===== src/common/lane_cfg_pkg.sv =====
package lane_cfg_pkg;

   ////////////////////
   // Data types
   ////////////////////

   // One VRF word
   typedef logic [31:0] word_t;

   // Byte position inside a word
   typedef logic [1:0] byte_sel_t;

   // Element width of a read or write
   typedef enum logic [1:0] {
      SEW_8  = 2'b00,
      SEW_16 = 2'b01,
      SEW_32 = 2'b10
   } sew_e;

   ////////////////////
   // Read timing
   ////////////////////

   // Address to raw VRF data
   localparam int VRF_RD_LAT = 2;
   // Address to extracted operand, one more for the element register
   localparam int LANE_RD_LAT = 3;
   // Raw data of this read port leaves as slide data
   localparam int SLIDE_PORT = 1;

endpackage


===== src/rtl/lane_operand_route.sv =====
module lane_operand_route
   import lane_cfg_pkg::*;
#(
   parameter int R_PORTS_NUM = 8,
   parameter int W_PORTS_NUM = 4
) (
   input  word_t [R_PORTS_NUM-1:0]                          elem_i,
   input  logic [W_PORTS_NUM-1:0][$clog2(R_PORTS_NUM)-1:0]  op3_sel_i,
   input  logic [$clog2(R_PORTS_NUM)-1:0]                   store_data_sel_i,
   input  logic [$clog2(R_PORTS_NUM)-1:0]                   store_index_sel_i,
   output word_t [W_PORTS_NUM-1:0]                          vs1_data_o,
   output word_t [W_PORTS_NUM-1:0]                          vs2_data_o,
   output word_t [W_PORTS_NUM-1:0]                          vs3_data_o,
   output word_t                                            store_data_o,
   output word_t                                            store_index_o
);

   ////////////////////
   // ALU operands
   ////////////////////

   // Fixed pair per write port, vs3 from any port
   always_comb begin
      for (int j = 0; j < W_PORTS_NUM; j++) begin
         vs1_data_o[j] = elem_i[2*j];
         vs2_data_o[j] = elem_i[2*j+1];
         vs3_data_o[j] = elem_i[op3_sel_i[j]];
      end
   end

   ////////////////////
   // Store side
   ////////////////////

   // Store data
   assign store_data_o  = elem_i[store_data_sel_i];
   // Store or load index
   assign store_index_o = elem_i[store_index_sel_i];

endmodule


===== config.mk =====
export PLATFORM = sky130hd
export DESIGN_NAME = lane_operand_route
export DESIGN_NICKNAME = d
export VERILOG_FILES = /design/src/common/lane_cfg_pkg.sv /design/src/rtl/lane_operand_route.sv
export SDC_FILE = /design/constraint.sdc
export NUM_CORES = 1
export LEC_CHECK = 0
export CAP_MARGIN = 40
export CORE_AREA = 2 2 285 287
export DETAILED_ROUTE_END_ITERATION = 10
export DIE_AREA = 0 0 287 289
export DONT_BUFFER_PORTS = 1
export GPL_TIMING_DRIVEN = 0
export MAX_ROUTING_LAYER = met4
export PLACE_DENSITY = 0.41
export SYNTH_ARGS = -nofsm -noshare
export SYNTH_HDL_FRONTEND = slang
export SYNTH_SLANG_ARGS = --single-unit

===== constraint.sdc =====
create_clock -name vclk -period 2.8
set_input_delay 0.56 -clock vclk [all_inputs]
set_output_delay 0.56 -clock vclk [all_outputs]
set_load 0.03 [all_outputs]

# Yosys cells after proc, flatten, opt, wreduce, memory -nomap -nowiden
# Cells that the tools add are included.
[word_totals]
inputBits = 274
wordCells = 18
regBits = 0
output_inout_bits = 448
[op_classes]
order_cmp = 6
n_mux = 12
[op_table]
columns = ["op", "n"]
rows = [
  ["binary-select mux 32 bit (select 3 bit)", 6],
  ["two-way mux 32 bit", 6],
  ["less-than comparator 3 x 4 -> 1 bit (second input constant)", 6],
]

# Longest topological paths before layout
[logic_depth]
word_depth = 2
depth_mapped = 4
mapped_depth_nobuf = 2

# Worst setup path after synthesis
# OpenSTA, ideal clock, no wires.
[synth_path]
path_kind = "input-to-output"
from = "input store_data_sel_i[0]"
to = "output store_data_o[0]"
setup_slack_ps = 499
arrival_ps = 1741
n_path_buf = 2
stages = 4
required_time_ps = 2240
cell_sequence = "buf_6 buf_6 mux4_1 mux2_2"
[synth_between]
elab_chain_cells = 2
[synth_lines]
columns = ["element", "line_no", "text"]
rows = [
  ["start: declaration", "lane_operand_route.sv:9", "input logic [$clog2(R_PORTS_NUM)-1:0] store_data_sel_i,"],
  ["binary-select mux 32 bit (select 3 bit)", "lane_operand_route.sv:36", "assign store_data_o = elem_i[store_data_sel_i];"],
  ["two-way mux 32 bit (implied by the code)", "lane_operand_route.sv:36", ""],
  ["end: declaration", "lane_operand_route.sv:14", "output word_t store_data_o,"],
]
# No other way between the ends. The select of a mux whose other input is x is not followed.

==> reports/metrics.yaml <==
criticalPathCategory: "primary input to output port"
start_util: 0.180
via_count: 11500
ant_nets: 0
rsz0062_at_grt: "no"
syn_nets: 1214
cp_slowest_cell: "buf_2"
fin_nets: 1248
hold_buffers: 0
fin_crit_sh: 0.992
clkbuf_count: 0
hold_violations: 0
status: "completed"
hp-class: "primary input to output port"
place_area_mm2: 0.0162
crit_chain: "clkbuf_1 > buf_6 > buf_2 > mux4_2 > mux2_2"
fill_cells: 8518
max_freq_mhz: 360
port_buffers: 0
synth_top_area_share: 0.454
place_inst: 2032
route.detailed.wl_per_inst_um: 39.2
cts_setup_buffers: 0
die_area_mm2: 0.0829
worstPathRequired_ns: 2.24
grtUsageTotal: 0.184
worst_pin_slew_ns: 0.720
yosysWarnings: 0
antenna_found_initial: 4
instances_no_fill: 2034
dieWidth_um: 287
yosysTopAreaCell: "mux4_1"
routed_wl_mm: 79.7
sequential_cell_total: 0
regArea_um2: 0
synthCells: 940
maxCapViolCount: 0
p_per_area_mw_per_mm2: 235
critical_path.max_fanout: 10
min_period_ns: 2.78
netlist_area_mm2: 0.0144
synth_cell_type_count: 10
grt_first_pass_wirelength_mm: 103
fin_area_mm2: 0.0162
routed_via_density: 5.64
drt-initial-drc-count: 864
slew_headroom: 0.520
setup_viol: 0
hold_depth: 1
rows: 104
layout-drive-gt1-share: 0.712
synth_area_leaders: "mux4_1, mux4_2, mux2_2"
core_region_area_mm2: 0.0799
grt_max_degree: 11
peakVddDrop_v: 0.0000823
gp_congestion: 0.853
grt_overflow: 0
power.leakage_nw: 6.12
cpPeakStageDelay_ns: 0.40
pin_count: 722
drt_pre_antenna_iters: 4
avgSynthCellArea_um2: 15.3
tns_ns: 0
drc: 0
grt_pass1_vias: 11000
dp_hpwl_mm: 62.7
worstSetupStartpointType: "primary input"
crit_path_end_kind: "output port"
cp.arrival_ns: 2.22
synth_seq_area_share: 0
die_height_um: 289
drv_slew: 0
fin_util: 0.203
syn_to_final_growth_pct: 12.5
critical path, delay by kind of cell:
family	cells	cell delay, ns
muxes	2	0.77
buffers and inverters	3	0.87
cell families after synthesis:
| group | share of synthesized area |
|---|---|
| buf+inv | 0.185 |
| mux | 0.815 |
Yosys cell counts (all sizes together):
| library cell | number |
|---|---|
| buf | 348 |
| mux4 | 384 |
| clkbuf | 16 |
| mux2 | 192 |
routing by layer:
layer / up-vias / global-route usage / part of all wire
li1: 4123 / - / -
met1: 6334 / 0.227 / 0.39
met2: 893 / 0.307 / 0.50
met3: 115 / 0.0389 / 0.083
met4: 0 / 0.0414 / 0.029
met5: - / - / 0
cell usage in the layout, fill, tap and decap left out:
cell type and n:
mux2_4 2, clkbuf_8 1, mux2_2 190, diode_2 2, buf_2 25, buf_1 18
buf_6 57, clkbuf_1 13, buf_8 17, clkbuf_4 1, buf_4 262, mux4_1 249
clkbuf_2 2, mux4_2 135
worst paths after layout:
path | from | to
max | op3_sel_i[2] | vs3_data_o[30]
min | elem_i[30] | vs1_data_o[30]
layout make-up:
class                           count  area, um^2  share of cell area
Antenna cell                        2        5.00            0.000309
Buffer                            364        2720               0.167
Multi-Input combinational cell    576       11800               0.725
Tap cell                         1060        1330              0.0818
Timing Repair Buffer               32         420              0.0259
timing repair:
action | 4_1_cts | 5_1_grt
pin swaps | 0 | 0
endpoints found under the setup margin | 119 | 1
gates resized for setup | 29 | 1
endpoints found under the hold margin | 0 | 0
metrics by stage:
stage | power, mW | worst slack, ns | hold slack, ns
CTS | 3.83 | 0.0287 | 1.25
global route | 3.91 | 0.00690 | 1.25
floorplan | 3.05 | 0.499 | 1.25
global placement | 3.75 | -0.835 | 1.26
detailed placement | 3.80 | -0.444 | 1.25
finish | 3.81 | 0.0230 | 1.25
where the power goes:
group	internal, mW	switching [mW]	total (mW)	leakage, nW
logic	1.54	2.27	3.81	6.12
clock network	0.0000000977	0	0.0000000977	0.0000127
registers	0	0	0	0
Power figures use the tool's default switching activity.
