===== src/common/lane_cfg_pkg.sv =====
package lane_cfg_pkg;

   ////////////////////
   // Data types
   ////////////////////

   // One VRF word
   typedef logic [31:0] word_t;

   // Byte position inside a word
   typedef logic [1:0] byte_sel_t;

   // Element width of a read or write
   typedef enum logic [1:0] {
      SEW_8  = 2'b00,
      SEW_16 = 2'b01,
      SEW_32 = 2'b10
   } sew_e;

   ////////////////////
   // Read timing
   ////////////////////

   // Address to raw VRF data
   localparam int VRF_RD_LAT = 2;
   // Address to extracted operand, one more for the element register
   localparam int LANE_RD_LAT = 3;
   // Raw data of this read port leaves as slide data
   localparam int SLIDE_PORT = 1;

endpackage


===== src/common/lane_op_pkg.sv =====
package lane_op_pkg;

   ////////////////////
   // Write side
   ////////////////////

   // Write data source per write port
   typedef enum logic [1:0] {
      SRC_ALU   = 2'b00,
      SRC_LOAD  = 2'b01,
      SRC_SLIDE = 2'b10,
      SRC_ZERO  = 2'b11
   } wdata_src_e;

   ////////////////////
   // ALU side
   ////////////////////

   // Opcode field passed through to the ALU
   localparam int ALU_CTRL_W = 6;

endpackage


===== src/rtl/lane_ctrl_pipe.sv =====
module lane_ctrl_pipe
   import lane_cfg_pkg::*;
   import lane_op_pkg::*;
#(
   parameter int R_PORTS_NUM = 8,
   parameter int W_PORTS_NUM = 4
) (
   input  logic                                             clk_i,
   input  logic                                             rstn_i,
   input  logic [W_PORTS_NUM-1:0]                           read_data_valid_i,
   input  sew_e [W_PORTS_NUM-1:0]                           read_sew_i,
   input  sew_e [W_PORTS_NUM-1:0]                           write_sew_i,
   input  logic [W_PORTS_NUM-1:0][ALU_CTRL_W-1:0]           alu_ctrl_i,
   input  logic [W_PORTS_NUM-1:0]                           reduction_op_i,
   input  logic [W_PORTS_NUM-1:0][$clog2(R_PORTS_NUM)-1:0]  op3_sel_i,
   input  logic [$clog2(R_PORTS_NUM)-1:0]                   store_data_sel_i,
   input  logic [$clog2(R_PORTS_NUM)-1:0]                   store_index_sel_i,
   input  logic [W_PORTS_NUM-1:0]                           store_data_valid_i,
   input  logic [W_PORTS_NUM-1:0]                           store_index_valid_i,
   output sew_e [W_PORTS_NUM-1:0]                           extract_sew_o,
   output logic [W_PORTS_NUM-1:0]                           alu_vld_o,
   output sew_e [W_PORTS_NUM-1:0]                           alu_read_sew_o,
   output sew_e [W_PORTS_NUM-1:0]                           alu_write_sew_o,
   output logic [W_PORTS_NUM-1:0][ALU_CTRL_W-1:0]           alu_opmode_o,
   output logic [W_PORTS_NUM-1:0]                           alu_reduction_o,
   output logic [W_PORTS_NUM-1:0][$clog2(R_PORTS_NUM)-1:0]  op3_sel_o,
   output logic [$clog2(R_PORTS_NUM)-1:0]                   store_data_sel_o,
   output logic [$clog2(R_PORTS_NUM)-1:0]                   store_index_sel_o,
   output logic [W_PORTS_NUM-1:0]                           store_data_valid_o,
   output logic [W_PORTS_NUM-1:0]                           store_index_valid_o
);

   localparam int SW   = $clog2(R_PORTS_NUM);
   localparam int LAST = LANE_RD_LAT - 1;

   ////////////////////
   // Stage registers
   ////////////////////

   logic [LANE_RD_LAT-1:0][W_PORTS_NUM-1:0]                 vld_q;
   sew_e [LANE_RD_LAT-1:0][W_PORTS_NUM-1:0]                 rsew_q;
   sew_e [LANE_RD_LAT-1:0][W_PORTS_NUM-1:0]                 wsew_q;
   logic [LANE_RD_LAT-1:0][W_PORTS_NUM-1:0][ALU_CTRL_W-1:0] ctrl_q;
   logic [LANE_RD_LAT-1:0][W_PORTS_NUM-1:0]                 red_q;
   logic [LANE_RD_LAT-1:0][W_PORTS_NUM-1:0][SW-1:0]         op3_q;
   logic [LANE_RD_LAT-1:0][SW-1:0]                          sdsel_q;
   logic [LANE_RD_LAT-1:0][SW-1:0]                          sisel_q;
   logic [LANE_RD_LAT-1:0][W_PORTS_NUM-1:0]                 sdvld_q;
   logic [LANE_RD_LAT-1:0][W_PORTS_NUM-1:0]                 sivld_q;

   always_ff @(posedge clk_i) begin
      if (!rstn_i) begin
         for (int s = 0; s < LANE_RD_LAT; s++) begin
            for (int w = 0; w < W_PORTS_NUM; w++) begin
               rsew_q[s][w] <= SEW_8;
               wsew_q[s][w] <= SEW_8;
            end
         end
         vld_q   <= '0;
         ctrl_q  <= '0;
         red_q   <= '0;
         op3_q   <= '0;
         sdsel_q <= '0;
         sisel_q <= '0;
         sdvld_q <= '0;
         sivld_q <= '0;
      end else begin
         // Stage 0 captures the issue cycle
         vld_q[0]   <= read_data_valid_i;
         rsew_q[0]  <= read_sew_i;
         wsew_q[0]  <= write_sew_i;
         ctrl_q[0]  <= alu_ctrl_i;
         red_q[0]   <= reduction_op_i;
         op3_q[0]   <= op3_sel_i;
         sdsel_q[0] <= store_data_sel_i;
         sisel_q[0] <= store_index_sel_i;
         sdvld_q[0] <= store_data_valid_i;
         sivld_q[0] <= store_index_valid_i;
         for (int s = 1; s < LANE_RD_LAT; s++) begin
            vld_q[s]   <= vld_q[s-1];
            rsew_q[s]  <= rsew_q[s-1];
            wsew_q[s]  <= wsew_q[s-1];
            ctrl_q[s]  <= ctrl_q[s-1];
            red_q[s]   <= red_q[s-1];
            op3_q[s]   <= op3_q[s-1];
            sdsel_q[s] <= sdsel_q[s-1];
            sisel_q[s] <= sisel_q[s-1];
            sdvld_q[s] <= sdvld_q[s-1];
            sivld_q[s] <= sivld_q[s-1];
         end
      end
   end

   // Read SEW one stage early, meets raw VRF data
   assign extract_sew_o = rsew_q[LAST-1];

   // Last stage lines up with the operands
   assign alu_vld_o           = vld_q[LAST];
   assign alu_read_sew_o      = rsew_q[LAST];
   assign alu_write_sew_o     = wsew_q[LAST];
   assign alu_opmode_o        = ctrl_q[LAST];
   assign alu_reduction_o     = red_q[LAST];
   assign op3_sel_o           = op3_q[LAST];
   assign store_data_sel_o    = sdsel_q[LAST];
   assign store_index_sel_o   = sisel_q[LAST];
   assign store_data_valid_o  = sdvld_q[LAST];
   assign store_index_valid_o = sivld_q[LAST];

endmodule


===== config.mk =====
export PLATFORM = sky130hd
export DESIGN_NAME = lane_ctrl_pipe
export DESIGN_NICKNAME = d
export VERILOG_FILES = /design/src/common/lane_cfg_pkg.sv /design/src/common/lane_op_pkg.sv /design/src/rtl/lane_ctrl_pipe.sv
export SDC_FILE = /design/constraint.sdc
export NUM_CORES = 1
export LEC_CHECK = 0
export BUFFER_PORTS_ARGS = -buffer_cell sky130_fd_sc_hd__buf_2
export CAP_MARGIN = 20
export CELL_PAD_IN_SITES_DETAIL_PLACEMENT = 0
export CELL_PAD_IN_SITES_GLOBAL_PLACEMENT = 1
export CORE_ASPECT_RATIO = 0.9
export CORE_MARGIN = 2
export CORE_UTILIZATION = 41
export DETAILED_ROUTE_END_ITERATION = 8
export GPL_TIMING_DRIVEN = 0
export MAX_ROUTING_LAYER = met4
export PLACE_DENSITY_LB_ADDON = 0.1
export SETUP_SLACK_MARGIN = 0.02
export SLEW_MARGIN = 0
export SYNTH_ARGS = -nofsm -noshare
export SYNTH_HDL_FRONTEND = slang
export SYNTH_SLANG_ARGS = --single-unit

===== constraint.sdc =====
create_clock -name clk_i -period 0.85 [get_ports clk_i]
set_clock_uncertainty 0.05 [all_clocks]
set_input_delay 0.17 -clock clk_i [delete_from_list [all_inputs] [get_ports clk_i]]
set_output_delay 0.17 -clock clk_i [all_outputs]
set_load 0.1 [all_outputs]

# ---- After elaboration in Yosys (flattened, before gate mapping)
# Cells that the tools add are included.
dict set report totals {
  register_bits 222
  wordCells 66
}

# ---- Longest topological paths before layout
dict set report logic_depth {
  word_depth 0
  depth_mapped 3
  mapped_depth_nobuf 1
}

# ---- Worst setup path after synthesis
# OpenSTA, ideal clock, no wires.
dict set report synth_timing {
  kind {reg2out}
  start {reg rsew_q (netlist bit extract_sew_o[0])}
  end {out extract_sew_o[0] in the netlist's numbering}
  n_path_buf 1
  path_slack_ns 0.056
  path_stages_with_launch 2
  required_time_ns 0.630
  arrival_time_ns 0.574
  cell_sequence {dfxtp_1 > buf_4}
}
# element line
set synth_lines {}
lappend synth_lines {{start: declaration} lane_ctrl_pipe.sv:41} ;# sew_e [LANE_RD_LAT-1:0][W_PORTS_NUM-1:0] rsew_q;
lappend synth_lines {{start signal: indexed assignment} lane_ctrl_pipe.sv:81} ;# rsew_q[s] <= rsew_q[s-1];
lappend synth_lines {{end: declaration} lane_ctrl_pipe.sv:20} ;# output sew_e [W_PORTS_NUM-1:0] extract_sew_o,
# No word-level cell between the ends.

# ---- Worst setup path in the final report
dict set report layout_timing {
  start {reg rsew_q (netlist bit extract_sew_o[3])}
  end {out extract_sew_o[3] in the netlist's numbering}
}
# No word-level cell between the ends.

==> results.toml <==
[power_and_ir_drop]
total_leakage_power_uw = 0.00429
p_per_area_mw_per_mm2 = 2290
vdd_drop_max_v = 0.00138

[synthesis]
ys_seq_area_share_pct = 66.4
ys_warn_count = 0
syn-num-nets = 626
synthCells = 550
postSynthAreaPerCell_um2 = 12.2
ys_seq_elements = 222
synth.distinct_cells = 5
synthesis.area_mm2 = 0.00669

[global_routing]
grt_pass1_wl_mm = 17.9
grtUsageTotal_pct = 13.1
antenna_found_initial = 0
grt_pass1_vias = 3822
gr-total-overflow = 0
grt_start_max_net_pins = 17

[die]
num_rows = 44
core_mm2 = 0.0161
io-pin-count = 158
die_area_mm2 = 0.0174
floorplan.initialDensity_pct = 41.6
die_h_um = 125
die_x_um = 139

[sta]
drv_slew = 0
final-setup-viol-count = 82
fin_tns_setup_ns = -30.28
rsz0062_at_grt = "true"
period_share_pct = 146
hold_violations = 0
max_freq_mhz = 804
worst_pin_slew_ns = 0.280
fin_ws_ns = -0.394
fin_crit_ns = 1.24
slew_headroom_pct = 81.3

[route]
drtPass1Iterations = 4
drt_iter0_markers = 57
routedWlPerCell_um = 11.5
routed_wl_mm = 10.8
drc = 0
vias_per_cell = 3.89
vias = 3676
drtAntennaViolNets = 0

[cts]
htreeDepth = 1
cts_tree = "yes"
cts_root_buf = "clkbuf_16"
numCtsBuffers = 22
insertion_delay_ns = 0.48
clock_tree.buffer_depth = 3
post_cts_buffers = 0
clkTransAtPathRegs_ns = 0.06
cts.sinks = 222

[critical_path]
start_kind = "flop"
endpoint_kind = "output pin"
crit_fanout = 2
crit_buf_inv = 1
worst_path_largest_cell_delay_ns = 0.36
reg2reg_depth = 1
cp_data_required_time_ns = 0.63
path_cells = "buf_12"
crit_family = "flip-flops"
cp_slowest_cell = "dfxtp_2"
arrival_ns = 1.02
criticalPathCategory = "flop to output pin"
crit_cells = 1

[outcome]
violations = "negative setup slack"
status = "finished with violations"

[min_path]
whs_path_depth = 3
worstHoldPathType = "input port to flop"

[final_layout]
utilization_pct = 61.9
final_net_count = 799
drive_gt1_share_pct = 40.5
synthToLayoutAreaGrowth_pct = 48.7
diodes = 0

[placement]
place_hpwl_mm = 6.92
preCtsSetupSlack_ns = -0.209
place.gp.congestion = 0.702
io_buffers = 156

[flow_run]
cap_violations = 0
[per-layer routing]
layer  wire length, µm  track usage [%]  share of wire, %  vias to the layer above
li1                  -                -                 -                     1926
met1              4800             15.5                44                     1625
met2              5200             21.9                48                      108
met3               640             3.68               5.9                       17
met4               191             3.74               1.8                        0
met5                 0                -                 0                        -
[per-stage QoR]
step	area (µm²)	hold WS (ns)	power (µW)	cells
floorplan	6690	0.242	12500	550
global placement	7730	0.324	12800	913
detailed placement	7730	0.325	12900	913
CTS	9990	0.0621	23200	948
global route	9960	0.0728	23800	945
finish	9960	0.0725	22800	945
[synthesized netlist by cell type, drive strengths merged]
cell   number  area, µm²
dfxtp     222       4440
buf       106        861
and2      222       1390
[cells in the final DEF (no fill, tap or decap), types with 2 or more instances in the layout]
| cell type | instances |
|---|---|
| buf_2 | 78 |
| dlygate4sd3_1 | 74 |
| dfxtp_2 | 81 |
| and2_1 | 222 |
| clkbuf_8 | 4 |
| buf_12 | 82 |
| clkbuf_16 | 23 |
| clkinv_4 | 2 |
| buf_6 | 20 |
| clkinv_2 | 5 |
| bufinv_16 | 2 |
| dfxtp_1 | 140 |
| clkbuf_1 | 2 |
[logic make-up after synthesis]
logic type / Yosys count / share of synthesized area (%)
buffers and inverters: 106 / 12.9
flip-flops: 222 / 66.4
AND/OR/NAND/NOR: 222 / 20.7
[path summary, 6_finish.rpt]
path,startpoint,endpoint,slack (ns)
max reg2reg,extract_sew_o[1]$_SDFF_PN0_,alu_read_sew_o[1]$_SDFF_PN0_,0.21
min reg2reg,ctrl_q[28]$_SDFF_PN0_,alu_opmode_o[4]$_SDFF_PN0_,0.37
max,extract_sew_o[3]$_SDFF_PN0_,extract_sew_o[3],-0.39
min,rstn_i,op3_sel_o[7]$_SDFF_PN0_,0.07
[registers in the layout, summed over array words and instances (netlist names), 6 cells and up]
name / cells
alu_opmode_o: 24
alu_read_sew_o: 8
alu_write_sew_o: 8
ctrl_q: 48
extract_sew_o: 8
op3_q: 24
op3_sel_o: 12
red_q: 8
rsew_q: 8
sdsel_q: 6
sdvld_q: 8
sisel_q: 6
sivld_q: 8
vld_q: 8
wsew_q: 16
[layout make-up]
type                            count  area (µm²)
Timing Repair Buffer              231        2770
Clock buffer                       29         638
Fill cell                        1261        6120
Tap cell                          207         259
Buffer                             24         245
Multi-Input combinational cell    222        1390
Clock inverter                     10         111
Sequential cell                   222        4550
[power by group]
part           total (µW)  leakage (µW)  switching [µW]  internal [µW]
Sequential          11000       0.00186             150          10800
Combinational        2180       0.00205            1140           1040
Clock                9630      0.000375            3730           5910
Total               22800       0.00429            5010          17800
[timing repair]
action | in CTS | in global routing
hold buffers | 75 | 0
endpoints found under the hold margin | 101 | 0
pin swaps | 0 | 0
resized for setup | 413 | 2
cloned | 0 | 0
setup endpoints to repair | 82 | 204
No activity file was read; power rests on OpenSTA's default activity.
