`config.mk`:
```
export PLATFORM = sky130hd
export DESIGN_NAME = lane_write_path
export DESIGN_NICKNAME = d
export VERILOG_FILES = /design/src/common/lane_cfg_pkg.sv /design/src/common/lane_op_pkg.sv /design/src/rtl/lane_write_path.sv
export SDC_FILE = /design/constraint.sdc
export NUM_CORES = 1
export LEC_CHECK = 0
export BUFFER_PORTS_ARGS = -buffer_cell sky130_fd_sc_hd__buf_2
export CORE_AREA = 2 2 55 57
export DETAILED_ROUTE_END_ITERATION = 16
export DIE_AREA = 0 0 57 59
export PLACE_DENSITY = 0.93
export SLEW_MARGIN = 5
export SYNTH_ARGS = -nofsm -noshare
export SYNTH_HDL_FRONTEND = slang
export SYNTH_SLANG_ARGS = --single-unit
export TNS_END_PERCENT = 50
```
`constraint.sdc`:
```
create_clock -name vclk -period 1.8
set_input_delay 0.27 -clock vclk [all_inputs]
set_output_delay 0.27 -clock vclk [all_outputs]
set_load 0.05 [all_outputs]
```
`src/common/lane_cfg_pkg.sv`:
```
package lane_cfg_pkg;

   ////////////////////
   // Data types
   ////////////////////

   // One VRF word
   typedef logic [31:0] word_t;

   // Byte position inside a word
   typedef logic [1:0] byte_sel_t;

   // Element width of a read or write
   typedef enum logic [1:0] {
      SEW_8  = 2'b00,
      SEW_16 = 2'b01,
      SEW_32 = 2'b10
   } sew_e;

   ////////////////////
   // Read timing
   ////////////////////

   // Address to raw VRF data
   localparam int VRF_RD_LAT = 2;
   // Address to extracted operand, one more for the element register
   localparam int LANE_RD_LAT = 3;
   // Raw data of this read port leaves as slide data
   localparam int SLIDE_PORT = 1;

endpackage

```
`src/common/lane_op_pkg.sv`:
```
package lane_op_pkg;

   ////////////////////
   // Write side
   ////////////////////

   // Write data source per write port
   typedef enum logic [1:0] {
      SRC_ALU   = 2'b00,
      SRC_LOAD  = 2'b01,
      SRC_SLIDE = 2'b10,
      SRC_ZERO  = 2'b11
   } wdata_src_e;

   ////////////////////
   // ALU side
   ////////////////////

   // Opcode field passed through to the ALU
   localparam int ALU_CTRL_W = 6;

endpackage

```
`src/rtl/lane_write_path.sv`:
```
module lane_write_path
   import lane_cfg_pkg::*;
   import lane_op_pkg::*;
(
   input  word_t      alu_res_i,
   input  word_t      load_data_i,
   input  word_t      slide_data_i,
   input  wdata_src_e wsrc_i,
   input  logic [3:0] bwen_i,
   input  logic       alu_vld_i,
   input  logic       wr_req_i,
   output word_t      wdata_o,
   output logic [3:0] bwen_o
);

   // Write is valid on an ALU result or an explicit request
   logic wr_vld;

   assign wr_vld = alu_vld_i | wr_req_i;

   ////////////////////
   // Data source mux
   ////////////////////

   always_comb begin
      case (wsrc_i)
         SRC_ALU:   wdata_o = alu_res_i;
         SRC_LOAD:  wdata_o = load_data_i;
         SRC_SLIDE: wdata_o = slide_data_i;
         default:   wdata_o = '0;
      endcase
   end

   // Nothing written without a valid
   assign bwen_o = bwen_i & {4{wr_vld}};

endmodule

```
; ---- Word level (Yosys, flattened, before mapping)
; Index checks and enable logic that the tools add are counted.
[op_classes]
mul = 0
addsub = 0
order_cmp = 0
muxes = 1
bitwise = 2
reduce_logical = 1
n_shift = 0
div = 0
n_eq_ne = 2
[ops]
columns = operator, n
row1 = $pmux 32 s3, 1
row2 = $and 4x4->4, 1
row3 = $eq 2x1->1 const B, 1
row4 = $eq 2x2->1 const B, 1
row5 = $logic_not 2->1, 1
row6 = $or 1x1->1, 1
[word_totals]
register_bits = 0
romBits = 0
memories = 0
latchBits = 0
inputBits = 104
output_inout_bits = 36
ram_bits = 0

; ---- Longest topological paths before layout
; Gate-level depths: netlist (run 1).
[depth]
depth_word = 2
depth_mapped = 5

; ---- Worst setup path before layout (run 1)
; No wires, ideal clock.
[synth_path]
kind = input-to-output
start = input wsrc_i[1]
end = output wdata_o[10]
arrival_ns = 1.425
setup_slack_ns = 0.105
t_required_ns = 1.530
cell_stages = 4
cell_sequence = buf_6 > buf_6 > mux2i_1 > o2bb2ai_1
[synth_via]
elab_chain_cells = 2
word_cells_on_any_way = 4
classes_between = eq/ne (2) / mux (1) / reduce/logical (1)
[synth_lines]
columns = element, line
row1 = start: declaration, lane_write_path.sv:8  ; input wdata_src_e wsrc_i,
row2 = $eq 2x2->1 (tied with other cells), lane_write_path.sv:26  ; case (wsrc_i)
row3 = $pmux 32 s3 (*), lane_write_path.sv:26
row4 = end: declaration, lane_write_path.sv:12  ; output word_t wdata_o,
; Mark *: on every way between the ends. The rest lies on a longest branch, timed or not.

; ---- Worst setup path after layout (run 1)
[layout_path]
start = input wsrc_i[1]
end = output wdata_o[18]
; The elaborated chain is that of the path after synthesis.

==> results.sh, run 1 <==
export IMPL_crit_start="wsrc_i[1]"
export IMPL_layout_nets=321
export IMPL_yosys_warnings=0
export IMPL_hold_class="primary input to output port"
export IMPL_coreArea_um2=2710
export IMPL_drive_above_1_share=0.726
export IMPL_cp_cell_sequence="buf_2 > buf_12 > mux2i_1 > o2bb2ai_1 > buf_2"
export IMPL_crit_required_ns=1.53
export IMPL_cp_max_fo=16
export IMPL_total_power_uw=595
export IMPL_syn_inst=82
export IMPL_clock_fmax_ghz=0.649
export IMPL_vdd_ir_drop_worst_mv=0.349
export IMPL_die_h_um=59
export IMPL_cp_end_kind="output port"
export IMPL_multi_input_area_um2=706
export IMPL_place_congestion=0.763
export IMPL_hold_slack_ns=0.941
export IMPL_finalSetupTns_ns=0
export IMPL_max_stage_delay_ns=0.24
export IMPL_synth_area_um2=816
export IMPL_totalWireLength_mm=3.38
export IMPL_portBuffers=140
export IMPL_synth_fp_nets=186
export IMPL_die_w_um=57
export IMPL_grt_start_max_net_pins=33
export IMPL_wire_per_inst_um=13.8
export IMPL_grt_pass1_vias=1155
export IMPL_crit_type="primary input to output port"
export IMPL_fill_cells=254
export IMPL_outcome="completed"
export IMPL_leakagePower_nw=0.885
export IMPL_syn2layout_area_growth_pct=86.4
export IMPL_insertedDiodeCount=0
export IMPL_synth_top_area_frac=0.393
export IMPL_post_route_period_util=0.855
export IMPL_maxCapViolations=0
export IMPL_cpMaxStageDelayCell="buf_2"
export IMPL_antenna_found_initial=0
export IMPL_hpwl_mm=2.92
export IMPL_synth_avg_cell_area_um2=9.95
export IMPL_dr_pass1_iters=4
export IMPL_ant_nets=0
export IMPL_start_util=0.301
export IMPL_yosysSeqAreaShare=0
export IMPL_postCtsSetupBuffers=0
export IMPL_grt_use_total=0.176
export IMPL_drcViolationCount=0
export IMPL_netlist_top_cells_area="mux2i_1 (39%), o2bb2ai_1 (24%), o2bb2ai_2 (18%)"
export IMPL_regArea_um2=0
export IMPL_layout_min_cycle_time_ns=1.54
export IMPL_maxSlewHeadroom=0.822
export IMPL_layoutNonFillerInstCount=246
export IMPL_preCtsSetupSlack_ns=0.248
export IMPL_placed_area_um2=1520
export IMPL_place_inst=246
export IMPL_vias_per_cell=4.98
export IMPL_synth_top_area_cell="mux2i_1"
export IMPL_drt_iter0_drc=32
export IMPL_setup_viol_count_final=0
export IMPL_vias=1224
export IMPL_hold_violations=0
export IMPL_power_density_nw_per_um2=392
export IMPL_grt_pass1_wl_mm=4.86
export IMPL_crit_top_cell="buf_2"
export IMPL_rsz0062_at_grt="no"
export IMPL_die_area_um2=3360
export IMPL_io_pins=140
export IMPL_critical_path_arrival_ns=1.27
export IMPL_design_area_um2=1520
export IMPL_cp_start_kind="primary input"
export IMPL_hold_start="bwen_i[1]"
export IMPL_grt_overflow_total=0
export IMPL_rows=19
export IMPL_design_seq_count=0
export IMPL_setup_ws_ns=0.260
export IMPL_clock_buffers=0
export IMPL_ys_types=10
export IMPL_fin_util=0.561
export IMPL_hold_buffers=0
export IMPL_tightestPinTransition_ns=0.268
export IMPL_cts_resized=0
export IMPL_maxSlewViolCount=0
-- final timing paths --
kind | end | slack [ns] | cells after the start
setup / recovery | wdata_o[18] | 0.26 | 5
hold / removal | bwen_o[1] | 0.94 | 3
-- cell usage after synthesis --
library cell and n:
nor2_1 1, buf_4 1, nor2b_1 4, clkbuf_1 2, o2bb2ai_1 22, mux2i_1 32
nor2b_4 1, buf_2 1, o2bb2ai_2 10, buf_6 8
-- cells by family (layout without fill, tap and decap cells) --
group	after synthesis	count (layout)	share of synthesized area
AND/OR/NAND/NOR	6	6	0.0521
buffers and inverters	12	145	0.135
multiplexers	32	32	0.393
AO/OA/AOI/OAI	32	32	0.420
-- area by class of cell --
type / instances / area share
multi-input cells: 70 / 0.464
well taps: 31 / 0.0255
repair buffers: 145 / 0.510
-- placed cells by master (no fill, tap or decap) --
master	n
nor2_1	1
nor2b_4	1
o2bb2ai_1	22
buf_12	3
o2bb2ai_2	10
buf_4	2
buf_2	140
mux2i_1	32
nor2b_1	4
-- critical path: cells and delay by family --
family / cells / cell delay (ns)
buffers and inverters: 3 / 0.66
muxes: 1 / 0.24
AOI/OAI and AO/OA: 1 / 0.09
-- metal layers --
| metal | share of wire | track usage | routed length (um) | up-vias |
|---|---|---|---|---|
| li1 | - | - | - | 602 |
| met5 | 0 | 0 | 0 | - |
| met1 | 0.35 | 0.180 | 1190 | 544 |
| met3 | 0.098 | 0.0240 | 332 | 2 |
| met4 | 0.0068 | 0.0266 | 23 | 0 |
| met2 | 0.54 | 0.378 | 1840 | 76 |
-- power by group --
group | total (mW) | switching, mW | internal [mW] | leakage [nW]
clock network | 0 | 0 | 0 | 0
registers | 0 | 0 | 0 | 0
logic | 0.595 | 0.385 | 0.210 | 0.885
Note: power is estimated with default switching activity, not from simulation.
==> run 2: changes to the inputs <==
--- a/config.mk
+++ b/config.mk
@@ -6,10 +6,9 @@
 export NUM_CORES = 1
 export LEC_CHECK = 0
 export BUFFER_PORTS_ARGS = -buffer_cell sky130_fd_sc_hd__buf_2
-export CORE_AREA = 2 2 55 57
+export CORE_UTILIZATION = 25
 export DETAILED_ROUTE_END_ITERATION = 16
-export DIE_AREA = 0 0 57 59
-export PLACE_DENSITY = 0.93
+export PLACE_DENSITY = 0.81
 export SLEW_MARGIN = 5
 export SYNTH_ARGS = -nofsm -noshare
 export SYNTH_HDL_FRONTEND = slang
==> results.sh, run 2 (synthesis results as in run 1) <==
export IMPL_postCtsSetupBuffers=0
export IMPL_hold_start="bwen_i[1]"
export IMPL_critPathBufInv=3
export IMPL_syn2layout_area_growth_pct=84.4
export IMPL_cp_max_fo=32
export IMPL_cts_resized=0
export IMPL_design_seq_count=0
export IMPL_die_area_um2=3500
export IMPL_grt_overflow_total=0
export IMPL_vdd_ir_drop_worst_mv=0.205
export IMPL_totalWireLength_mm=2.97
export IMPL_cp_cell_sequence="buf_2 > buf_12 > mux2i_1 > o2bb2ai_1 > buf_2"
export IMPL_path_delay_family="buffers and inverters"
export IMPL_place_congestion=0.724
export IMPL_grt_pass1_wl_mm=4.25
export IMPL_whs_path_depth=3
export IMPL_cp_start_kind="primary input"
export IMPL_start_util=0.265
export IMPL_insertedDiodeCount=0
export IMPL_outcome="completed"
export IMPL_cpMaxStageDelayCell="mux2i_1"
export IMPL_wire_per_inst_um=11.5
export IMPL_final_cell_mix="buf_2 (140), mux2i_1 (32), o2bb2ai_1 (22)"
export IMPL_hold_buffers=0
export IMPL_coreArea_um2=3080
export IMPL_tightestPinTransition_ns=0.380
export IMPL_max_stage_delay_ns=0.26
export IMPL_drive_above_1_share=0.724
export IMPL_antenna_found_initial=0
export IMPL_layout_nets=320
export IMPL_crit_type="primary input to output port"
export IMPL_ant_nets=0
export IMPL_portBuffers=140
export IMPL_post_route_period_util=0.836
export IMPL_clock_buffers=0
export IMPL_crit_top_cell="buf_2"
export IMPL_rsz0062_at_grt="no"
export IMPL_power_density_nw_per_um2=387
export IMPL_hold_end="bwen_o[1]"
export IMPL_maxCapViolations=0
export IMPL_leakagePower_nw=0.872
export IMPL_vias=1183
export IMPL_layout_min_cycle_time_ns=1.50
export IMPL_final_common_cell="buf_2"
export IMPL_preCtsSetupSlack_ns=0.284
export IMPL_drcViolationCount=0
export IMPL_drt_iter0_drc=15
export IMPL_setup_viol_count_final=0
export IMPL_finalSetupTns_ns=0
export IMPL_dr_pass1_iters=4
export IMPL_grt_pass1_vias=1065
export IMPL_hold_violations=0
export IMPL_critical_path_arrival_ns=1.23
export IMPL_rows=20
export IMPL_placed_area_um2=1500
export IMPL_die_w_um=59.1
export IMPL_crit_required_ns=1.53
export IMPL_regArea_um2=0
export IMPL_die_h_um=59.1
export IMPL_io_pins=140
export IMPL_grt_start_max_net_pins=33
export IMPL_maxSlewViolCount=0
export IMPL_hold_class="primary input to output port"
export IMPL_grt_use_total=0.148
export IMPL_clock_fmax_ghz=0.665
export IMPL_cp_end_kind="output port"
export IMPL_hpwl_mm=2.53
export IMPL_design_area_um2=1500
export IMPL_maxSlewHeadroom=0.747
export IMPL_fin_util=0.489
export IMPL_vias_per_cell=4.59
export IMPL_setup_ws_ns=0.296
[run 2: cell count changes in the layout (fill, tap and decap cells not counted), sizes merged]
| cell | previous run | this run |
|---|---|---|
| buf | 145 | 144 |
[run 2: report_power, final]
part	internal, mW	switching [mW]	total [mW]
combinational	0.203	0.380	0.582
clock	0	0	0
sequential	0	0	0
total	0.203	0.380	0.582
[run 2: area by class of cell]
type	instances	area [um^2]
fillers	309	1570
multi-input cells	70	706
repair buffers	144	743
well taps	44	55.1
[run 2: worst max-delay path by stage]
stage / start / to / slack [ns] / cells past startpoint
after global routing: wsrc_i[1] / wdata_o[7] / 0.24 / 5
after floorplan: wsrc_i[1] / wdata_o[10] / 0.10 / 4
after CTS: wsrc_i[1] / wdata_o[7] / 0.28 / 5
after detailed placement: wsrc_i[1] / wdata_o[7] / 0.28 / 5
after global placement: wsrc_i[1] / wdata_o[15] / 0.32 / 5
final: wsrc_i[1] / wdata_o[15] / 0.30 / 5
[run 2: metrics by stage]
stage	cells	hold slack, ns	power (mW)
2_1_floorplan	82	0.759	0.406
3_3_place_gp	258	0.942	0.578
3_5_place_dp	258	0.945	0.585
4_1_cts	258	0.945	0.586
5_1_grt	258	0.949	0.615
6_report	258	0.943	0.582
[run 2: per-layer routing]
metal | track usage | routed length, um
met1 | 0.182 | 1210
met2 | 0.294 | 1590
met3 | 0.00655 | 173
met4 | 0.00340 | 0
met5 | 0 | 0
[run 2: tightest hold or removal path: stages]
cell and delay, ns:
buf_2 0.09, nor2b_1 0.11, buf_2 0.20
