### src/common/lane_cfg_pkg.sv
package lane_cfg_pkg;

   ////////////////////
   // Data types
   ////////////////////

   // One VRF word
   typedef logic [31:0] word_t;

   // Byte position inside a word
   typedef logic [1:0] byte_sel_t;

   // Element width of a read or write
   typedef enum logic [1:0] {
      SEW_8  = 2'b00,
      SEW_16 = 2'b01,
      SEW_32 = 2'b10
   } sew_e;

   ////////////////////
   // Read timing
   ////////////////////

   // Address to raw VRF data
   localparam int VRF_RD_LAT = 2;
   // Address to extracted operand, one more for the element register
   localparam int LANE_RD_LAT = 3;
   // Raw data of this read port leaves as slide data
   localparam int SLIDE_PORT = 1;

endpackage

### src/rtl/lane_read_extract.sv
module lane_read_extract
   import lane_cfg_pkg::*;
(
   input  logic      clk_i,
   input  logic      rstn_i,
   input  word_t     rdata_i,
   input  byte_sel_t byte_sel_i,
   input  sew_e      sew_i,
   output word_t     elem_o
);

   // Byte select travels with the VRF read
   byte_sel_t [VRF_RD_LAT-1:0] sel_q;
   byte_sel_t                  sel;
   word_t                      elem_d;
   word_t                      elem_q;

   always_ff @(posedge clk_i) begin
      if (!rstn_i) begin
         sel_q <= '0;
      end else begin
         sel_q[0] <= byte_sel_i;
         for (int s = 1; s < VRF_RD_LAT; s++) begin
            sel_q[s] <= sel_q[s-1];
         end
      end
   end

   assign sel = sel_q[VRF_RD_LAT-1];

   // Byte, halfword or word, zero-extended
   always_comb begin
      case (sew_i)
         SEW_8:   elem_d = {24'b0, rdata_i[8*sel +: 8]};
         // Halfword picked by low select bit
         SEW_16:  elem_d = {16'b0, rdata_i[16*sel[0] +: 16]};
         default: elem_d = rdata_i;
      endcase
   end

   // Operand register
   always_ff @(posedge clk_i) begin
      if (!rstn_i) begin
         elem_q <= '0;
      end else begin
         elem_q <= elem_d;
      end
   end

   assign elem_o = elem_q;

endmodule

### config.mk
export PLATFORM = sky130hd
export DESIGN_NAME = lane_read_extract
export DESIGN_NICKNAME = d
export VERILOG_FILES = /design/src/common/lane_cfg_pkg.sv /design/src/rtl/lane_read_extract.sv
export SDC_FILE = /design/constraint.sdc
export NUM_CORES = 1
export LEC_CHECK = 0
export BUFFER_PORTS_ARGS = -buffer_cell sky130_fd_sc_hd__buf_2
export CORE_UTILIZATION = 40
export DETAILED_ROUTE_END_ITERATION = 8
export MAX_ROUTING_LAYER = met4
export PLACE_DENSITY = 0.76
export SYNTH_ARGS = -nofsm -noshare
export SYNTH_HDL_FRONTEND = slang
export SYNTH_SLANG_ARGS = --single-unit
### constraint.sdc
create_clock -name clk_i -period 2.62 [get_ports clk_i]
set_clock_uncertainty 0.1 [all_clocks]
set_input_delay 0.524 -clock clk_i [delete_from_list [all_inputs] [get_ports clk_i]]
set_output_delay 0.524 -clock clk_i [all_outputs]
set_load 0.01 [all_outputs]
== Yosys cells after proc, flatten, opt, wreduce, memory -nomap -nowiden ==
Index checks and enable logic that the tools add are counted.

* Bits of input ports: 38
* Output and inout bits: 32
* Register bits after elaboration: 36

* Reduce and logical (&&, ||, !) cells: 1
* Shifts and indexed selects: 2
* Mux-type cells: 1
* Eq/ne operators: 1

{| class="wikitable"
|+ Operator list
! cell !! count
|-
| $pmux W32 S2 || 1
|-
| $shiftx A32 B6 Y16 || 1
|-
| $shiftx A32 B6 Y8 || 1
|-
| $eq A2 B1 Y1 const B || 1
|-
| $logic_not A2 Y1 || 1
|}

== Longest topological paths before layout ==
Gate-level depths: netlist (run 1).

* Depth after elaboration: 2
* Gate-level depth with buffers: 5

== Least setup slack after synthesis (run 1) ==
Ideal clock, no wire load.

* Kind: input to register
* From: in sew_i[0]
* To: reg elem_q[7], in the netlist elem_o[7]
* Data arrival time: 1534 ps
* Stages on the path: 5
* Slack: 929 ps
* Buffers on the path: 2
* Library setup time: 58 ps
* Path through: buf_6 -> or4b_4 -> buf_6 -> o22ai_1 -> a21o_1

* Cells in the longest elaborated chain, start to end: 2
* Elaborated cells between the ends (all ways): 3

{| class="wikitable"
|+ RTL lines
! element !! line !! RTL
|-
| from (decl) || lane_read_extract.sv:8 || <nowiki>input sew_e sew_i,</nowiki>
|-
| $eq A2 B1 Y1 or $logic_not A2 Y1 (tied branches) || lane_read_extract.sv:33 || <nowiki>case (sew_i)</nowiki>
|-
| $pmux W32 S2 * || lane_read_extract.sv:33 ||
|-
| to (signal assigned) || lane_read_extract.sv:46 || <nowiki>elem_q <= elem_d;</nowiki>
|-
| to (decl) || lane_read_extract.sv:16 || <nowiki>word_t elem_q;</nowiki>
|}

Mark *: on every way between the ends. The rest lies on a longest branch, timed or not.
A chain may end at the register's enable or synchronous reset.

== Worst setup path in the final report (run 1) ==
* From: reg sel_q, in the netlist sel[0]
* To: reg elem_q[14], in the netlist elem_o[14]

* Cells in the longest elaborated chain, start to end: 2

{| class="wikitable"
|+ RTL lines
! element !! line !! RTL
|-
| from (decl) || lane_read_extract.sv:13 || <nowiki>byte_sel_t [VRF_RD_LAT-1:0] sel_q;</nowiki>
|-
| from (signal, indexed assignment) || lane_read_extract.sv:24 || <nowiki>sel_q[s] <= sel_q[s-1];</nowiki>
|-
| $shiftx A32 B6 Y16 || lane_read_extract.sv:36 || <nowiki>SEW_16: elem_d = {16'b0, rdata_i[16*sel[0] +: 16]};</nowiki>
|-
| $pmux W32 S2 || lane_read_extract.sv:33 ||
|}

No other way between the ends.

==> results.md, run 1 <==
- Status: complete, no violations
- Ys Warns: 0
- Setup TNS: 0 ps
- Clock sink count: 36
- Final worst path period share: 73.39%
- Syn_nets: 211
- Clock Path Buffers: 2
- FF-to-FF path depth: 3
- Peak VDD IR: 287.5 uV
- Max incr delay on CP: 840 ps
- Top post-synthesis cells by area: dfxtp_1 45%, mux2i_1 10%, and3_1 6.2%, nand3_1 5.0%, nand4b_1 4.4%
- Largest net degree at the start of global routing: 40
- Share of cells above drive strength 1: 34.32%
- First-pass GRT wire length: between 6000 and 7000 um
- Total gr overflow: 0
- Min-delay worst type: flip-flop to flip-flop
- Average cell area after synthesis: 9.265 um2
- Reg2Reg Launch Point: sel[0]$_SDFF_PN0_
- Antenna violations before repair: 0
- I/O Buffers: 69
- Final ANT Viol Nets: 0
- Biggest area consumer among synthesized cells: dfxtp_1
- Fin area: 2076 um2
- RePlAce Congestion: around 0.76
- Critical Path AT: 2020 ps
- Final nets: 273
- MaxCap Viol Count: 0
- WHS Endpoint: sel[1]$_SDFF_PN0_
- Unrepaired setup endpoints after global routing: false
- Hold WS: 340.1 ps
- Vias in the first global route: 1,386
- Post-DR wirelength/cell: 13.62 um
- Initial Utilization: 42.81%
- Sequential share of the synthesized area: 44.96%
- Critical Path Source Type: flip-flop
- Final hold violation count: 0
- R2r setup slk: 700 ps
- Buffer count from post-CTS setup fixing: 0
- Row count: 22
- PwrDens: 629.2 nW/um2
- Clock Root Buffer: clkbuf_8
- CP max-delay cell: dfxtp_1
- Worst-Margin Slew: 799.7 ps
- Synth Register Bits: 36
- Final Setup Violations: 0
- Final Util: between 50% and 60%
- Total GRT Usage: between 10% and 20%
- Num ports: 70
- Htree depth: 2
- Post-synth top area share: approximately 45%
- Crit Path Category: flip-flop to flip-flop
- Worst Path Required: 2720 ps
- PostCTS Resize Cnt: 0
- Drt initial violations: 104
- Clock transition at the registers of the reported paths: 70 ps
- Core Area: roughly 3700 um2
- Hold Crit Start: sel_q[1]$_SDFF_PN0_
- Worst hold stages: 1
- Clk_lat worst skew: 280 ps
- Cell count after synthesis: 173
- Antenna fix cells: 0
- Final setup margin: 697.1 ps
- Post-synthesis cell type count: 18
- Mapped Area: 1603 um2
- Dpl hpwl: around 2700 um
- CTS tree: built
- DRC viols: 0
- Post-layout min period: 1923 ps
- Vias: between 1,500 and 2,000
- Leading cell type in the layout, fill and taps excluded: buf_2
- Commonest non-fill, non-tap cells in the layout: 69 x buf_2, 36 x dfxtp_1, 16 x and3_1, 16 x nand3_1, 16 x mux2i_1
- Via density: 5.303
- Leakage: 1.047 nW
- # hold bufs at CTS: 0
- Final Max Tran Viols: 0
- Post-Place Worst Slack: 753.4 ps
- Slew headroom: 46.61%
- Maximum clock rate: 520.0 MHz
- Total CTS buffers: 5
- Placed cell areas: 1949 um2
- Die H: roughly 65 um
- Reg2reg end: elem_o[14]$_SDFF_PN0_
- Layout area overhead: 29.51%
- Die area: 4264 um2
- Detailed-router iteration count before antenna repair: 4
- Worst Path Max Fanout: 27
- Crit-path cells: nor2b_1, a21oi_1, o21ai_0
- Routed WL: 3868 um
- Crit. End Element: flip-flop
- Die X: 65.30 um
[critical path: cells and delay by family (launching register included)]
family             cells  cell delay, ps
AOI/OAI and AO/OA      2             340
and+or+nand+nor        1             550
DFF                    1             840
[cells in the mapped netlist]
| library cell | number |
|---|---|
| dfxtp_1 | 36 |
| and3_1 | 16 |
| mux2i_1 | 16 |
| nand3_1 | 16 |
| clkbuf_1 | 13 |
| nand2_1 | 9 |
| nor2b_1 | 9 |
| a21o_1 | 8 |
| a21oi_1 | 8 |
| nand3b_1 | 8 |
| nand4b_1 | 8 |
| o21ai_0 | 8 |
| o22ai_1 | 8 |
| and2_1 | 4 |
| buf_2 | 2 |
| buf_6 | 2 |
| nand4bb_1 | 1 |
| or4b_4 | 1 |
[area by class of cell]
type / count / area [um2]
clock buffers: 7 / 96.34
clock inverters: 1 / 30.03
fillers: 379 / 1668
multi-input cells: 120 / 800.8
flip-flops and latches: 36 / 720.7
well taps: 48 / 60.06
repair buffers: 72 / 367.9
[through the flow]
| step | total power, W | cells |
|---|---|---|
| floorplan | 0.0007067 | 173 |
| global placement | 0.0007862 | 276 |
| detailed placement | 0.0007894 | 276 |
| CTS | 0.001316 | 284 |
| global route | 0.001365 | 284 |
| finish | 0.001306 | 284 |
[flip-flops by register name, summed over array words and instances (netlist names)]
signal  count
elem_o     32
sel         2
sel_q       2
[layer usage]
| metal | wire [um] | GRT usage [%] |
|---|---|---|
| met2 | 1751 | 30.80 |
| met1 | 1757 | 24.70 |
| met5 | 0 | - |
| met3 | 317 | 5.035 |
| met4 | 42 | 5.707 |
[logic make-up (layout without fill, tap and decap cells)]
family / count (synthesis) / count (layout) / synth area share (%)
and+or+nand+nor: 72 / 72 / 28.10
AOI/OAI and AO/OA: 32 / 32 / 11.87
DFF: 36 / 36 / 44.96
buffers and inverters: 17 / 80 / 5.074
muxes: 16 / 16 / 9.992
[how the worst max path moves through the flow]
stage / from / to / slack (ps) / cells past startpoint
CTS: sel[0]$_SDFF_PN0_ / elem_o[14]$_SDFF_PN0_ / 740 / 3
finish: sel[0]$_SDFF_PN0_ / elem_o[14]$_SDFF_PN0_ / 700 / 3
floorplan: sew_i[0] / elem_o[7]$_SDFF_PN0_ / 930 / 5
global route: sel[0]$_SDFF_PN0_ / elem_o[12]$_SDFF_PN0_ / 500 / 3
global placement: sel[0]$_SDFF_PN0_ / elem_o[12]$_SDFF_PN0_ / 790 / 3
detailed placement: sel[0]$_SDFF_PN0_ / elem_o[14]$_SDFF_PN0_ / 750 / 3
[report_power, final]
part	internal, W	switching [W]
clock	0.000336	0.000194
sequential	0.000580	0.0000111
combinational	0.0000870	0.0000983
Note: power is estimated with default switching activity, not from simulation.
==> run 2, diff against run 1 <==
- PLACE_DENSITY: 0.76 -> 0.79
- clock period: 2.62 -> 1.6 ns (I/O delays scaled with it)
==> run 2 against run 1 <==
Compared with the run above:
- cell count up 1.8%
- register-to-register slack worse by 490 ps
- critical path type unchanged
- cell area up 0.66%
- largest cell class unchanged
==> results.md, run 2 (synthesis results as in run 1) <==
- Final Setup Violations: 0 (unchanged)
- Peak VDD IR: 443.9 uV (was 287.5 uV)
- Die X: 65.30 um (unchanged)
- Max FFs per register: 32 (unchanged)
- Largest net degree at the start of global routing: 39 (was 40)
- Setup TNS: 0 ps (unchanged)
- Reg2reg end: elem_o[2]$_SDFF_PN0_ (was elem_o[14]$_SDFF_PN0_)
- Buffer count from post-CTS setup fixing: 0 (unchanged)
- Multi-input logic area: 800.8 um2 (unchanged)
- Met2 Track Usage GR: 29.12% (was 30.80%)
- Clock Root Buffer: clkbuf_8 (unchanged)
- Crit. End Element: flip-flop (unchanged)
- Worst Path Max Fanout: 8 (was 27)
- Die H: 65.30 um (unchanged)
- Dpl hpwl: 2803 um (was 2715 um)
- Clock sink count: 36 (unchanged)
- Total CTS buffers: 5 (unchanged)
- Htree depth: 2 (unchanged)
- Via density: 5.228 (was 5.303)
- Commonest non-fill, non-tap cells in the layout: 69 x buf_2, 36 x dfxtp_1, 16 x and3_1, 16 x nand3_1, 16 x mux2i_1 (unchanged)
- Initial Utilization: 42.81% (unchanged)
- Crit Path Category: flip-flop to flip-flop (unchanged)
- Status: complete, no violations (unchanged)
- R2r setup slk: 210 ps (was 700 ps)
- FF-to-FF path depth: 4 (was 3)
- Layout area overhead: 30.37% (was 29.51%)
- Min-delay worst type: input port to flip-flop (was flip-flop to flip-flop)
- Worst Path Required: 1740 ps (was 2720 ps)
- Worst-Margin Slew: 380.6 ps (was 799.7 ps)
- I/O Buffers: 69 (unchanged)
- CTS tree: built (unchanged)
- Post-layout min period: 1393 ps (was 1923 ps)
- M1 GR Usage: 26.32% (was 24.70%)
- CP startpoint: sel[0]$_SDFF_PN0_ (unchanged)
- GRT Max-Usage Layer: met2 (unchanged)
- Die area: 4264 um2 (unchanged)
- Share of cells above drive strength 1: 34.85% (was 34.32%)
- Antenna fix cells: 0 (unchanged)
- Leading cell type in the layout, fill and taps excluded: buf_2 (unchanged)
- Maximum clock rate: 717.7 MHz (was 520.0 MHz)
- Detailed-router iteration count before antenna repair: 5 (was 4)
- Total gr overflow: 0 (unchanged)
- PwrDens: 932.7 nW/um2 (was 629.2 nW/um2)
- Num ports: 70 (unchanged)
- Final Max Tran Viols: 0 (unchanged)
- Unrepaired setup endpoints after global routing: false (unchanged)
- Total GRT Usage: 20.21% (was 19.58%)
- FILL cells: 361 (was 379)
- Leakage: 1.056 nW (was 1.047 nW)
- Clock Path Buffers: 2 (unchanged)
- DRC viols: 0 (unchanged)
- Routed WL: 3953 um (was 3868 um)
- Final ANT Viol Nets: 0 (unchanged)
- Final nets: 278 (was 273)
- RePlAce Congestion: 0.7279 (was 0.7622)
- Crit path to: elem_o[2]$_SDFF_PN0_ (was elem_o[14]$_SDFF_PN0_)
- Final worst path period share: 87.08% (was 73.39%)
- Row count: 22 (unchanged)
- Clock transition at the registers of the reported paths: 70 ps (about the same)
- Reg2Reg Launch Point: sel[0]$_SDFF_PN0_ (unchanged)
- Hold WS: 130.8 ps (was 340.1 ps)
- Antenna violations before repair: 0 (unchanged)
- Clk_lat worst skew: 290 ps (was 280 ps)
- Vias in the first global route: 1,361 (was 1,386)
- Final hold violation count: 0 (unchanged)
- Critical Path AT: 1530 ps (was 2020 ps)
- First-pass GRT wire length: 6251 um (unchanged)
- Vias: 1,511 (was 1,506)
- MaxCap Viol Count: 0 (unchanged)
- GR Util met3: 5.382% (was 5.035%)
- PostCTS Resize Cnt: 0 (unchanged)
- Slew headroom: 74.48% (was 46.61%)
- Core Area: 3744 um2 (unchanged)
- # hold bufs at CTS: 0 (unchanged)
- Drt initial violations: 105 (was 104)
- Post-DR wirelength/cell: 13.68 um (was 13.62 um)
- Critical Path Source Type: flip-flop (unchanged)
- FF/Latch Area: 720.7 um2 (unchanged)
run 2: cell types whose count changed in the layout (fill, tap and decap cells not counted):
cell	previous run	this run
clkbuf_1	0	2
clkbuf_8	7	6
buf_4	3	7
bufinv_16	1	0
buf_12	0	1
run 2: critical path, stage by stage (launching register included):
cell       delay (ps)
dfxtp_1           360
buf_4             150
nand4bb_1         330
o22ai_1           290
a21o_1            100
run 2: area by class of cell:
| class | instances | area share, % |
|---|---|---|
| flip-flops and latches | 36 | 34.49 |
| multi-input cells | 120 | 38.32 |
| repair buffers | 77 | 20.00 |
| clock buffers | 8 | 4.311 |
| well taps | 48 | 2.874 |
run 2: worst min-delay path by stage:
stage | startpoint | end | slack, ps | cells after the start
after floorplan | sel_q[0]$_SDFF_PN0_ | sel[0]$_SDFF_PN0_ | 310 | 1
after global placement | sel_q[0]$_SDFF_PN0_ | sel[0]$_SDFF_PN0_ | 310 | 1
after detailed placement | sel_q[1]$_SDFF_PN0_ | sel[1]$_SDFF_PN0_ | 320 | 1
after CTS | byte_sel_i[0] | sel_q[0]$_SDFF_PN0_ | 130 | 2
after global routing | byte_sel_i[1] | sel_q[1]$_SDFF_PN0_ | 120 | 2
final | byte_sel_i[0] | sel_q[0]$_SDFF_PN0_ | 130 | 2
run 2: per-layer routing:
metal,part of all wire (%),up-vias
met3,6.8,8
met5,0,-
met4,2.1,0
met1,48,691
met2,43,58
li1,-,754
run 2: metrics by stage:
stage	area (um2)	cells	util, %	power (W)	worst slack, ps
6_report	2090	289	55.82	0.001949	206.7
3_3_place_gp	1999	281	53.41	0.001297	-2.294
2_1_floorplan	1603	173	-	0.001157	112.7
5_1_grt	2090	289	55.82	0.002050	99.18
4_1_cts	2090	289	55.82	0.001963	198.0
3_5_place_dp	1999	281	53.41	0.001304	-59.69
run 2: report_power, final:
part           internal [W]  leakage (nW)  switching [W]
clock              0.000351        0.0455       0.000313
combinational      0.000151         0.713       0.000169
sequential         0.000949         0.298      0.0000145
==> run 3, diff against run 2 <==
- PLACE_DENSITY: 0.79 -> default
- PLACE_DENSITY_LB_ADDON: default -> 0.05
==> run 3 against run 2 <==
Compared with the run above:
- cell area fell by 0.96%
- largest cell class unchanged
- critical endpoint is now elem_o[1]$_SDFF_PN0_
- clock power fell by 13%
- via count rose by 0.79%
- die area did not move
- sequential power barely moved
- sequential share of layout area rose by 0.33 points
- largest power group unchanged
- flip-flop and latch count did not move
- combinational power barely moved
==> results.md, run 3 (synthesis results as in run 1) <==
- DRC viols: 0 (unchanged)
- Crit-path leading delay family: compound AO/OA/AOI/OAI gates (unchanged)
- Routed WL: 4126 um (was 3953 um)
- Share of cells above drive strength 1: 34.73% (was 34.85%)
- CTS tree: built (unchanged)
- Crit-path cells: buf_4, nand4bb_1, o22ai_1, a21o_1 (unchanged)
- Post-layout min period: 1461 ps (was 1393 ps)
- Clock Path Buffers: 2 (unchanged)
- Detailed-router iteration count before antenna repair: 4 (was 5)
- Unrepaired setup endpoints after global routing: false (unchanged)
- Total GRT Usage: 21.28% (was 20.21%)
- CP startpoint: sel[0]$_SDFF_PN0_ (unchanged)
- Hold WS: 149.1 ps (was 130.8 ps)
- Die H: 65.30 um (unchanged)
- Vias: 1,523 (was 1,511)
- Worst hold stages: 2 (unchanged)
- Dpl hpwl: 2903 um (was 2803 um)
- Max incr delay on CP: 360 ps (about the same)
- Reg2Reg Launch Point: sel[0]$_SDFF_PN0_ (unchanged)
- Die X: 65.30 um (unchanged)
- Multi-input logic area: 800.8 um2 (unchanged)
- PostCTS Resize Cnt: 0 (unchanged)
- Worst-Margin Slew: 384.1 ps (was 380.6 ps)
- I/O Buffers: 69 (unchanged)
- CP max-delay cell: dfxtp_1 (unchanged)
- Clock sink count: 36 (unchanged)
- Core Area: 3744 um2 (unchanged)
- PwrDens: 900.7 nW/um2 (was 932.7 nW/um2)
- Worst Path Max Fanout: 14 (was 8)
- Antenna violations before repair: 0 (unchanged)
- FF/Latch Area: 720.7 um2 (unchanged)
- Critical Path AT: 1590 ps (was 1530 ps)
- Max FFs per register: 32 (unchanged)
- Final Util: 55.28% (was 55.82%)
- Initial Utilization: 42.81% (unchanged)
- Final ANT Viol Nets: 0 (unchanged)
- FILL cells: 372 (was 361)
- R2r setup slk: 140 ps (was 210 ps)
- # hold bufs at CTS: 0 (unchanged)
- Leakage: 1.047 nW (was 1.056 nW)
- First-pass GRT wire length: 6699 um (was 6251 um)
- Total CTS buffers: 5 (unchanged)
- FF-to-FF path depth: 4 (unchanged)
- WHS Endpoint: sel_q[0]$_SDFF_PN0_ (unchanged)
- Slew headroom: 74.25% (was 74.48%)
- Final Max Tran Viols: 0 (unchanged)
- Critical Path Source Type: flip-flop (unchanged)
- Worst Path Required: 1730 ps (was 1740 ps)
- Num ports: 70 (unchanged)
- Total gr overflow: 0 (unchanged)
- Peak VDD IR: 410.0 uV (was 443.9 uV)
- Maximum clock rate: 684.4 MHz (was 717.7 MHz)
- Clk_lat worst skew: 280 ps (was 290 ps)
- MaxCap Viol Count: 0 (unchanged)
- CP Buf/Inv Count: 1 (unchanged)
- Via density: 5.307 (was 5.228)
- Htree depth: 2 (unchanged)
- Vias in the first global route: 1,416 (was 1,361)
- Final worst path period share: 91.33% (was 87.08%)
- Status: complete, no violations (unchanged)
- Leading cell type in the layout, fill and taps excluded: buf_2 (unchanged)
- Crit. End Element: flip-flop (unchanged)
- Buffer count from post-CTS setup fixing: 0 (unchanged)
- Drt initial violations: 63 (was 105)
- Final nets: 277 (was 278)
- RePlAce Congestion: 0.7689 (was 0.7279)
- Row count: 22 (unchanged)
- Hold Crit Start: byte_sel_i[0] (unchanged)
- Commonest non-fill, non-tap cells in the layout: 69 x buf_2, 36 x dfxtp_1, 16 x and3_1, 16 x nand3_1, 16 x mux2i_1 (unchanged)
- Clock transition at the registers of the reported paths: 70 ps (about the same)
- Die area: 4264 um2 (unchanged)
- Post-DR wirelength/cell: 14.38 um (was 13.68 um)
- Min-delay worst type: input port to flip-flop (unchanged)
- Clock Root Buffer: clkbuf_8 (unchanged)
- Final hold violation count: 0 (unchanged)
- Layout area overhead: 29.12% (was 30.37%)
- Largest net degree at the start of global routing: 42 (was 39)
- Final Setup Violations: 0 (unchanged)
- Crit Path Category: flip-flop to flip-flop (unchanged)
- Antenna fix cells: 0 (unchanged)
- Reg2reg end: elem_o[1]$_SDFF_PN0_ (was elem_o[2]$_SDFF_PN0_)
run 3: cell count changes in the layout (fill, tap and decap cells not counted):
cell	previous run	this run
clkbuf_8	6	5
clkinv_2	0	1
buf_4	7	6
clkbuf_1	2	1
run 3: power breakdown:
group / internal [W] / switching (W) / total, W
combinational: 0.000150 / 0.000173 / 0.000323
clock: 0.000295 / 0.000282 / 0.000577
sequential: 0.000950 / 0.0000134 / 0.000963
total: 0.00139 / 0.000469 / 0.00186
run 3: how the worst max path moves through the flow:
stage,end,slack (ps),cells after the start
2_1_floorplan,elem_o[7]$_SDFF_PN0_,110,5
3_3_place_gp,elem_o[4]$_SDFF_PN0_,-40,5
3_5_place_dp,elem_o[1]$_SDFF_PN0_,-60,5
4_1_cts,elem_o[1]$_SDFF_PN0_,150,4
5_1_grt,elem_o[2]$_SDFF_PN0_,30,4
6_report,elem_o[1]$_SDFF_PN0_,140,4
run 3: worst reg2reg max path, cell delays in order, from the launching register on:
cell       delay (ps)
dfxtp_1           360
buf_4             190
nand4bb_1         340
o22ai_1           320
a21o_1            100
run 3: routing by layer:
layer | global-route usage (%) | vias to the layer above | wire (um)
li1 | - | 753 | -
met1 | 28.39 | 699 | 2006
met2 | 32.09 | 67 | 1796
met3 | 5.208 | 4 | 283
met4 | 5.707 | 0 | 40
met5 | - | - | 0
run 3: layout make-up:
type | instances | share of cell area [%]
clock inverter | 1 | 0.2418
multi-input combinational | 120 | 38.69
clock buffer | 6 | 3.507
timing repair buffer | 76 | 19.83
tap | 48 | 2.902
sequential | 36 | 34.82
run 3: through the flow:
stage / total power (W) / setup TNS (ps) / std cells / worst slack [ps] / instance area (um2)
5_1_grt: 0.001971 / 0 / 287 / 25.98 / 2069
3_5_place_dp: 0.001306 / -278.0 / 280 / -62.49 / 1992
6_report: 0.001864 / 0 / 287 / 138.8 / 2069
4_1_cts: 0.001889 / 0 / 287 / 148.3 / 2069
2_1_floorplan: 0.001157 / 0 / 173 / 112.7 / 1603
3_3_place_gp: 0.001297 / -233.0 / 280 / -39.20 / 1992
